===== src/source/cpu_pkg.sv =====
package cpu_pkg;

    typedef logic [31:0] word_t;
    typedef logic [4:0]  reg_idx_t;

    // rv32i major opcodes, bits [6:0] of the instruction
    typedef enum logic [6:0] {
        OPC_OP       = 7'b0110011,
        OPC_OP_IMM   = 7'b0010011,
        OPC_LOAD     = 7'b0000011,
        OPC_STORE    = 7'b0100011,
        OPC_JAL      = 7'b1101111,
        OPC_JALR     = 7'b1100111,
        OPC_BRANCH   = 7'b1100011,
        OPC_AUIPC    = 7'b0010111,
        OPC_LUI      = 7'b0110111,
        OPC_MISC_MEM = 7'b0001111,
        OPC_SYSTEM   = 7'b1110011
    } opcode_e;

    typedef enum logic [3:0] {
        ALU_ADD  = 4'd0,
        ALU_SUB  = 4'd1,
        ALU_SLL  = 4'd2,
        ALU_SLT  = 4'd3,
        ALU_SLTU = 4'd4,
        ALU_XOR  = 4'd5,
        ALU_SRL  = 4'd6,
        ALU_SRA  = 4'd7,
        ALU_OR   = 4'd8,
        ALU_AND  = 4'd9
    } alu_op_e;

    typedef enum logic [3:0] {
        S_RESET   = 4'd0,
        S_FETCH   = 4'd1,
        S_DECODE  = 4'd2,
        S_EXEC    = 4'd3,
        S_LOAD2   = 4'd4,
        S_STORE2  = 4'd5,
        S_BRANCH2 = 4'd6,
        S_HALT    = 4'd7
    } state_e;

    // branch conditions in funct3
    localparam logic [2:0] F3_BEQ  = 3'b000;
    localparam logic [2:0] F3_BNE  = 3'b001;
    localparam logic [2:0] F3_BLT  = 3'b100;
    localparam logic [2:0] F3_BGE  = 3'b101;
    localparam logic [2:0] F3_BLTU = 3'b110;
    localparam logic [2:0] F3_BGEU = 3'b111;

    localparam word_t INSTR_LEN = 32'd4;

endpackage


===== src/source/alu.sv =====
`timescale 1ns/1ps

module alu (
    input  cpu_pkg::word_t   a,
    input  cpu_pkg::word_t   b,
    input  cpu_pkg::alu_op_e op,
    output cpu_pkg::word_t   result,
    output logic             lt,
    output logic             ltu,
    output logic             eq
);
    import cpu_pkg::*;

    logic [4:0] shamt;

    assign shamt = b[4:0];

    // compare flags, used by slt/sltu and by branches
    assign lt  = $signed(a) < $signed(b);
    assign ltu = a < b;
    assign eq  = a == b;

    always_comb begin
        case (op)
            ALU_ADD:  result = a + b;
            ALU_SUB:  result = a - b;
            ALU_SLL:  result = a << shamt;
            ALU_SLT:  result = {31'd0, lt};
            ALU_SLTU: result = {31'd0, ltu};
            ALU_XOR:  result = a ^ b;
            ALU_SRL:  result = a >> shamt;
            ALU_SRA:  result = $signed(a) >>> shamt;
            ALU_OR:   result = a | b;
            ALU_AND:  result = a & b;
            default:  result = a + b;
        endcase
    end

endmodule


===== src/source/decoder.sv =====
`timescale 1ns/1ps

module decoder (
    input  logic               clk,
    input  logic               reset,
    input  logic               ir_load,
    input  cpu_pkg::word_t     instr,
    output cpu_pkg::opcode_e   opcode,
    output logic [2:0]         funct3,
    output cpu_pkg::reg_idx_t  rs1,
    output cpu_pkg::reg_idx_t  rs2,
    output cpu_pkg::reg_idx_t  rd,
    output cpu_pkg::word_t     imm,
    output cpu_pkg::alu_op_e   alu_op
);
    import cpu_pkg::*;

    word_t      ir;
    logic [6:0] funct7;

    // reset value is addi x0, x0, 0
    always_ff @(posedge clk) begin
        if (reset) begin
            ir <= 32'h0000_0013;
        end else if (ir_load) begin
            ir <= instr;
        end
    end

    assign opcode = opcode_e'(ir[6:0]);
    assign funct3 = ir[14:12];
    assign funct7 = ir[31:25];
    assign rs1    = ir[19:15];
    assign rs2    = ir[24:20];
    assign rd     = ir[11:7];

    always_comb begin
        case (opcode)
            OPC_STORE:          imm = {{20{ir[31]}}, ir[31:25], ir[11:7]};
            OPC_BRANCH:         imm = {{19{ir[31]}}, ir[31], ir[7], ir[30:25], ir[11:8], 1'b0};
            OPC_LUI, OPC_AUIPC: imm = {ir[31:12], 12'd0};
            OPC_JAL:            imm = {{11{ir[31]}}, ir[31], ir[19:12], ir[20], ir[30:21], 1'b0};
            default:            imm = {{20{ir[31]}}, ir[31:20]};
        endcase
    end

    always_comb begin
        alu_op = ALU_ADD;
        if (opcode == OPC_OP || opcode == OPC_OP_IMM) begin
            case (funct3)
                // funct7 bit 5 selects sub only for register-register
                3'b000:  alu_op = (opcode == OPC_OP && funct7[5]) ? ALU_SUB : ALU_ADD;
                3'b001:  alu_op = ALU_SLL;
                3'b010:  alu_op = ALU_SLT;
                3'b011:  alu_op = ALU_SLTU;
                3'b100:  alu_op = ALU_XOR;
                3'b101:  alu_op = funct7[5] ? ALU_SRA : ALU_SRL;
                3'b110:  alu_op = ALU_OR;
                default: alu_op = ALU_AND;
            endcase
        end
    end

endmodule


===== src/source/registers.sv =====
`timescale 1ns/1ps

module registers (
    input  logic              clk,
    input  cpu_pkg::reg_idx_t rs1,
    input  cpu_pkg::reg_idx_t rs2,
    input  cpu_pkg::reg_idx_t rd,
    input  logic              we,
    input  cpu_pkg::word_t    data,
    output cpu_pkg::word_t    val1,
    output cpu_pkg::word_t    val2
);
    import cpu_pkg::*;

    // x0 has no storage
    word_t regs [1:31];

    always_ff @(posedge clk) begin
        if (we && rd != '0) begin
            regs[rd] <= data;
        end
    end

    assign val1 = (rs1 == '0) ? '0 : regs[rs1];
    assign val2 = (rs2 == '0) ? '0 : regs[rs2];

endmodule


===== src/source/wb_cpu_bus.sv =====
`timescale 1ns/1ps

module wb_cpu_bus (
    input  logic           clk,
    input  logic           reset,
    input  logic           start,
    input  logic           write,
    input  cpu_pkg::word_t addr,
    input  cpu_pkg::word_t wdata,
    input  logic           wb_ack,
    input  cpu_pkg::word_t wb_rdata,
    output logic           done,
    output cpu_pkg::word_t rdata,
    output cpu_pkg::word_t wb_adr,
    output cpu_pkg::word_t wb_wdata,
    output logic [3:0]     wb_sel,
    output logic           wb_cyc,
    output logic           wb_stb,
    output logic           wb_we
);

    always_ff @(posedge clk) begin
        if (reset) begin
            wb_cyc <= 1'b0;
            wb_we  <= 1'b0;
            done   <= 1'b0;
        end else begin
            done <= 1'b0;
            if (wb_cyc) begin
                // close the cycle on the edge that samples ack
                if (wb_ack) begin
                    wb_cyc <= 1'b0;
                    wb_we  <= 1'b0;
                    done   <= 1'b1;
                end
            end else if (start) begin
                wb_cyc <= 1'b1;
                wb_we  <= write;
            end
        end
    end

    always_ff @(posedge clk) begin
        if (start && !wb_cyc) begin
            wb_adr   <= addr;
            wb_wdata <= wdata;
        end
        if (wb_cyc && wb_ack && !wb_we) begin
            rdata <= wb_rdata;
        end
    end

    assign wb_stb = wb_cyc;

    // word accesses only
    assign wb_sel = 4'b1111;

endmodule


===== src/source/sequencer.sv =====
`timescale 1ns/1ps

module sequencer #(
    parameter cpu_pkg::word_t reset_vector = 32'h0000_0000
) (
    input  logic              clk,
    input  logic              reset,
    input  cpu_pkg::opcode_e  opcode,
    input  logic [2:0]        funct3,
    input  cpu_pkg::reg_idx_t rd,
    input  cpu_pkg::word_t    imm,
    input  cpu_pkg::alu_op_e  dec_alu_op,
    input  cpu_pkg::word_t    rs1_val,
    input  cpu_pkg::word_t    rs2_val,
    input  cpu_pkg::word_t    alu_result,
    input  logic              alu_lt,
    input  logic              alu_ltu,
    input  logic              alu_eq,
    input  logic              bus_done,
    input  cpu_pkg::word_t    bus_rdata,
    output cpu_pkg::word_t    alu_a,
    output cpu_pkg::word_t    alu_b,
    output cpu_pkg::alu_op_e  alu_op,
    output logic              rd_we,
    output cpu_pkg::word_t    rd_data,
    output logic              bus_start,
    output logic              bus_write,
    output cpu_pkg::word_t    bus_addr,
    output cpu_pkg::word_t    bus_wdata,
    output logic              ir_load,
    output logic              halted
);
    import cpu_pkg::*;

    state_e state;
    word_t  pc;
    word_t  pc_plus4;
    word_t  next_pc;
    word_t  req_addr;
    logic   taken;
    logic   branch_cond;
    logic   to_fetch;
    logic   is_mem;
    logic   is_store;
    logic   issue;

    // finished in exec, next step is the fetch
    always_comb begin
        case (opcode)
            OPC_OP, OPC_OP_IMM, OPC_LUI, OPC_AUIPC,
            OPC_JAL, OPC_JALR, OPC_MISC_MEM: to_fetch = 1'b1;
            default:                         to_fetch = 1'b0;
        endcase
    end

    assign is_mem   = (opcode == OPC_LOAD) || (opcode == OPC_STORE);
    assign is_store = opcode == OPC_STORE;

    always_comb begin
        case (funct3)
            F3_BEQ:  branch_cond = alu_eq;
            F3_BNE:  branch_cond = !alu_eq;
            F3_BLT:  branch_cond = alu_lt;
            F3_BGE:  branch_cond = !alu_lt;
            F3_BLTU: branch_cond = alu_ltu;
            F3_BGEU: branch_cond = !alu_ltu;
            default: branch_cond = 1'b0;
        endcase
    end

    // decode uses the idle alu for pc + 4
    always_comb begin
        alu_a  = rs1_val;
        alu_b  = imm;
        alu_op = ALU_ADD;
        case (state)
            S_DECODE: begin
                alu_a = pc;
                alu_b = INSTR_LEN;
            end
            S_EXEC: begin
                if (opcode == OPC_AUIPC || opcode == OPC_JAL) alu_a = pc;
                if (opcode == OPC_OP || opcode == OPC_BRANCH) alu_b = rs2_val;
                if (opcode == OPC_OP || opcode == OPC_OP_IMM) alu_op = dec_alu_op;
            end
            S_BRANCH2: alu_a = pc;
            default: alu_a = rs1_val;
        endcase
    end

    always_comb begin
        case (state)
            S_EXEC: begin
                if (opcode == OPC_JAL) next_pc = alu_result;
                else if (opcode == OPC_JALR) next_pc = {alu_result[31:1], 1'b0};
                else next_pc = pc_plus4;
            end
            S_BRANCH2: next_pc = taken ? alu_result : pc_plus4;
            default:   next_pc = pc;
        endcase
    end

    assign req_addr = (state == S_EXEC && is_mem) ? alu_result : next_pc;

    always_comb begin
        case (state)
            S_RESET, S_BRANCH2: issue = 1'b1;
            S_EXEC:             issue = to_fetch || is_mem;
            S_LOAD2, S_STORE2:  issue = bus_done;
            default:            issue = 1'b0;
        endcase
    end

    always_comb begin
        rd_we   = 1'b0;
        rd_data = alu_result;
        if (state == S_EXEC) begin
            case (opcode)
                OPC_OP, OPC_OP_IMM, OPC_AUIPC: rd_we = 1'b1;
                OPC_LUI: begin
                    rd_we   = 1'b1;
                    rd_data = imm;
                end
                OPC_JAL, OPC_JALR: begin
                    rd_we   = 1'b1;
                    rd_data = pc_plus4;
                end
                default: rd_we = 1'b0;
            endcase
        end else if (state == S_LOAD2 && bus_done) begin
            rd_we   = 1'b1;
            rd_data = bus_rdata;
        end
        if (rd == '0) rd_we = 1'b0;
    end

    assign ir_load = (state == S_FETCH) && bus_done;
    assign halted  = state == S_HALT;

    always_ff @(posedge clk) begin
        if (reset) begin
            state     <= S_RESET;
            pc        <= reset_vector;
            bus_start <= 1'b0;
            bus_write <= 1'b0;
        end else begin
            bus_start <= issue;
            if (issue) begin
                pc        <= next_pc;
                bus_write <= (state == S_EXEC) && is_store;
            end
            case (state)
                S_RESET:  state <= S_FETCH;
                S_FETCH:  if (bus_done) state <= S_DECODE;
                S_DECODE: state <= S_EXEC;
                S_EXEC: begin
                    // system and unknown opcodes stop the core
                    if (to_fetch) state <= S_FETCH;
                    else if (opcode == OPC_LOAD) state <= S_LOAD2;
                    else if (is_store) state <= S_STORE2;
                    else if (opcode == OPC_BRANCH) state <= S_BRANCH2;
                    else state <= S_HALT;
                end
                S_LOAD2, S_STORE2: if (bus_done) state <= S_FETCH;
                S_BRANCH2: state <= S_FETCH;
                default:   state <= S_HALT;
            endcase
        end
    end

    always_ff @(posedge clk) begin
        if (state == S_DECODE) pc_plus4 <= alu_result;
        if (state == S_EXEC) taken <= branch_cond;
        if (issue) begin
            bus_addr  <= req_addr;
            bus_wdata <= rs2_val;
        end
    end

endmodule


===== src/source/cpu.sv =====
`timescale 1ns/1ps

module cpu #(
    parameter cpu_pkg::word_t reset_vector = 32'h0000_0000
) (
    input  logic           clk,
    input  logic           reset,
    input  logic           wb_ack,
    input  cpu_pkg::word_t wb_rdata,
    output cpu_pkg::word_t wb_adr,
    output cpu_pkg::word_t wb_wdata,
    output logic [3:0]     wb_sel,
    output logic           wb_cyc,
    output logic           wb_stb,
    output logic           wb_we,
    output logic           halted
);
    import cpu_pkg::*;

    opcode_e    opcode;
    logic [2:0] funct3;
    reg_idx_t   rs1, rs2, rd;
    word_t      imm;
    alu_op_e    dec_alu_op, alu_op;
    word_t      rs1_val, rs2_val;
    word_t      alu_a, alu_b, alu_result;
    logic       alu_lt, alu_ltu, alu_eq;
    logic       rd_we, ir_load;
    word_t      rd_data;
    logic       bus_start, bus_write, bus_done;
    word_t      bus_addr, bus_wdata, bus_rdata;

    sequencer #(.reset_vector(reset_vector)) u_sequencer (
        .clk(clk), .reset(reset),
        .opcode(opcode), .funct3(funct3), .rd(rd), .imm(imm), .dec_alu_op(dec_alu_op),
        .rs1_val(rs1_val), .rs2_val(rs2_val),
        .alu_result(alu_result), .alu_lt(alu_lt), .alu_ltu(alu_ltu), .alu_eq(alu_eq),
        .bus_done(bus_done), .bus_rdata(bus_rdata),
        .alu_a(alu_a), .alu_b(alu_b), .alu_op(alu_op),
        .rd_we(rd_we), .rd_data(rd_data),
        .bus_start(bus_start), .bus_write(bus_write),
        .bus_addr(bus_addr), .bus_wdata(bus_wdata),
        .ir_load(ir_load), .halted(halted)
    );

    // instruction word comes straight from the bus capture register
    decoder u_decoder (
        .clk(clk), .reset(reset), .ir_load(ir_load), .instr(bus_rdata),
        .opcode(opcode), .funct3(funct3), .rs1(rs1), .rs2(rs2), .rd(rd),
        .imm(imm), .alu_op(dec_alu_op)
    );

    registers u_registers (
        .clk(clk), .rs1(rs1), .rs2(rs2), .rd(rd), .we(rd_we), .data(rd_data),
        .val1(rs1_val), .val2(rs2_val)
    );

    alu u_alu (
        .a(alu_a), .b(alu_b), .op(alu_op),
        .result(alu_result), .lt(alu_lt), .ltu(alu_ltu), .eq(alu_eq)
    );

    wb_cpu_bus u_bus (
        .clk(clk), .reset(reset),
        .start(bus_start), .write(bus_write), .addr(bus_addr), .wdata(bus_wdata),
        .wb_ack(wb_ack), .wb_rdata(wb_rdata),
        .done(bus_done), .rdata(bus_rdata),
        .wb_adr(wb_adr), .wb_wdata(wb_wdata), .wb_sel(wb_sel),
        .wb_cyc(wb_cyc), .wb_stb(wb_stb), .wb_we(wb_we)
    );

endmodule


===== config.mk =====
export PLATFORM = sky130hd
export DESIGN_NAME = cpu
export DESIGN_NICKNAME = d
export VERILOG_FILES = /design/src/source/cpu_pkg.sv /design/src/source/alu.sv /design/src/source/decoder.sv /design/src/source/registers.sv /design/src/source/wb_cpu_bus.sv /design/src/source/sequencer.sv /design/src/source/cpu.sv
export SDC_FILE = /design/constraint.sdc
export NUM_CORES = 2
export LEC_CHECK = 0
export BUFFER_PORTS_ARGS = -buffer_cell sky130_fd_sc_hd__buf_4
export CAP_MARGIN = 20
export CORE_MARGIN = 8
export CORE_UTILIZATION = 40
export CTS_BUF_LIST = sky130_fd_sc_hd__clkbuf_16
export DETAILED_ROUTE_END_ITERATION = 6
export REMOVE_ABC_BUFFERS = 1
export SYNTH_ARGS = -nofsm -noshare
export SYNTH_HDL_FRONTEND = slang
export SYNTH_SLANG_ARGS = --single-unit

===== constraint.sdc =====
create_clock -name clk -period 10 [get_ports clk]
set_input_delay 0.5 -clock clk [delete_from_list [all_inputs] [get_ports clk]]
set_output_delay 0.5 -clock clk [all_outputs]
set_load 0.005 [all_outputs]

==> impl_metrics.toml <==
[outcome]
status = "finished, final reports clean"

[clock_tree]
cts_buffers = 136
worstSkewPairLatency_ns = 0.80
max-clock-path-buffers = 3
postCtsSetupRepairBufs = 0
clk_pin_slew_ns = 0.06
clkSinkCount = 1267
cts_tree = "built"
htree_levels = 4
cts-root-buf = "clkbuf_16"

[cells_and_area]
multi_input_area_sq_um = 27720
areaGrowthSynthToFinish_pct = 12.56
postLayoutCoreUtil_pct = 45.13
seqCellArea_sq_um = 37260
fillCellCount = 14640
final_cells = 7085
drive_gt1_share_pct = 23.01
final_nets = 4904

[drt]
drc = 0
dr.pass1.iters = 7
ant_nets = 0
via_count = 47580
viasPerCell = 6.716
wl_per_cell_um = 35.77
wirelength_um = 253400
dr.first_iter.drc_count = 7286

[global_route]
grtUsageTotal_pct = 27.24
grt_antenna_before_repair = 8
grt_first_pass_wirelength_um = 352600
gr-total-overflow = 0
grt_start_max_net_pins = 115
first_global_vias = 45340

[die]
core_sq_um = 166500
io_pins = 107
die_width_um = 424.5
die_h_um = 424.5
initial_core_util_pct = 40.09
die-area_sq_um = 180200
row_count = 150

[placed_design]
dpl.hpwl_um = 164600
gp_congestion = 1.038
dp.cells = 6798
port_buffers = 102

[synthesis]
seq_area_frac_synth_pct = 55.78
async_flop_share_pct = 0
synth_enable_flop_cells = 1185
yosysMostFrequentCell = "edfxtp_1"
ys_seq_elements = 1267
synth_commonest_cells = "edfxtp_1, mux4_2, nor2_1, a21oi_1, mux2i_1"
ys_types = 111
synth_top_area_cell = "edfxtp_1"
syn_inst = 4690
synth_top_cells_by_area = "edfxtp_1, mux4_2, mux2i_1"
netlist_area_sq_um = 66740
avgSynthCellArea_sq_um = 14.23
ys_warn_count = 0
synthFlopType = "edfxtp_1"
synth_top_area_share_pct = 53.32

[worst_setup_path]
r2r_slack_ns = 1.66
crit_fanout = 40
cp-end-kind = "flop"
crit_arrival_ns = 8.92
critPathKind = "flop to flop"
cp-start-kind = "flop"
worstPathRequired_ns = 10.58

[sta]
setup_viol = 0
finClkSkew_ns = 0.03198
final.setup.tns_ns = 0
max_freq_mhz = 119.8
finalCritPeriodShare_pct = 83.45
slew_headroom_pct = 21.06
finalHoldViolations = 0
period_needed_ns = 8.345
slew_violations = 0
rsz0062_at_grt = "no"
tightest_slew_ns = 1.169

[pwr]
power_density_nw_per_um2 = 153.8
power.leakage_nw = 24.20
worst_ir_drop_vdd_mv = 0.1572

[hold_path]
min_path_type = "input port to flop"
hold_start = "reset"

[job]
cap_violations = 0
-- area by class of cell --
cell class,instances,share of cell area [%]
Antenna cell,5,0.01666
Clock buffer,136,4.530
Clock inverter,108,1.307
Inverter,122,0.6196
Multi-Input combinational cell,2939,36.91
Sequential cell,1267,49.60
Tap cell,2204,3.671
Timing Repair Buffer,304,3.354
-- per-layer routing --
metal  share of wire, %  global-route usage (%)  up-vias  routed length [um]
li1                   -                       -    19130                   -
met1                 37                   35.82    24400               94200
met2                 45                   41.71     3368              113500
met3                 11                   6.658      681               28190
met4                6.9                   14.81        6               17470
met5              0.017                       0        -                  43
-- power by group --
group	internal, W	total [W]	switching [W]	leakage, nW
sequential	0.00585	0.00589	0.0000446	11.7
clock	0.00284	0.00501	0.00217	2.25
combinational	0.000220	0.000651	0.000430	10.2
total	0.00891	0.0116	0.00265	24.2
-- through the flow --
stage / power (W) / hold slack [ns] / setup WS [ns] / area, sq um
6_report: 0.01155 / 0.3032 / 1.655 / 75120
5_1_grt: 0.01183 / 0.2966 / 1.435 / 75110
4_1_cts: 0.01159 / 0.2644 / 1.956 / 75040
3_5_place_dp: 0.006622 / 0.4051 / 1.985 / 70320
3_3_place_gp: 0.006622 / 0.4031 / 2.040 / 70310
2_1_floorplan: 0.006374 / 0.4003 / -8.983 / 64960
-- state kept, by name, indices dropped and copies added (netlist names), named ones only --
signal,count
u_sequencer.pc,32
u_registers.regs,992
u_bus.rdata,32
u_bus.wb_we,1
u_bus.wb_wdata,32
u_sequencer.bus_wdata,32
u_sequencer.bus_write,1
u_sequencer.state,3
u_bus.done,1
u_bus.wb_cyc,1
u_sequencer.taken,1
u_bus.wb_adr,32
u_sequencer.pc_plus4,32
u_decoder.ir,32
u_sequencer.bus_start,1
u_sequencer.bus_addr,32
-- cell families (layout without fill, tap and decap cells) --
| family | count (synthesis) | after routing | share of synthesized area, % |
|---|---|---|---|
| DFF | 1267 | 1267 | 55.78 |
| AOI/OAI and AO/OA | 1093 | 1093 | 11.18 |
| and+or+nand+nor | 918 | 918 | 6.140 |
| muxes | 795 | 795 | 21.24 |
| buffers and inverters | 487 | 670 | 3.380 |
| adders and majority gates | 99 | 99 | 1.879 |
| xor gates and xnor gates | 30 | 30 | 0.3937 |
| other | 1 | 9 | 0.005619 |
-- path summary, 6_finish.rpt --
check,end,cells past startpoint
setup / recovery,u_registers.regs[19][27],21
hold / removal,u_bus.done,2
setup reg to reg,u_registers.regs[19][27],21
hold reg to reg,u_bus.wb_wdata[7],0
-- what timing repair did --
item / 4_1_cts / 5_1_grt
hold buffers: 33 / 0
endpoints found under the hold margin: 34 / 0
resized for setup: 0 / 0
-- layout by cell type (no fill, tap or decap), types with 34 or more instances in the layout --
cell       count
a21oi_1      284
clkbuf_16    136
nand2_1      282
a211oi_1     117
nor3_1        71
edfxtp_1    1185
a221oi_1      51
nand3_1       45
buf_4        257
o211ai_1      34
nor2_1       314
dfxtp_1       73
o21ai_0      146
a221o_1       43
a22oi_1       53
o22ai_1       68
mux2i_1      288
ha_1          97
mux4_2       494
inv_1        135
-- worst max-delay path: stages, from the launching register on --
cell       delay (ns)
dfxtp_4          0.93
buf_4            0.57
mux4_2           0.56
a22o_1           0.23
a221oi_1         0.52
nor3_1           0.11
a221o_1          0.52
ha_1             0.60
a21o_1           0.17
a21oi_1          0.10
a2111oi_0        0.60
o22ai_1          0.28
o21ai_1          0.54
a221oi_1         0.26
o31ai_1          0.54
inv_1            0.08
nand2_1          0.09
o41ai_1          0.08
nor3_2           0.53
a21oi_1          0.15
a21oi_2          0.23
buf_4            0.34
(Power assumes the default switching activity.)
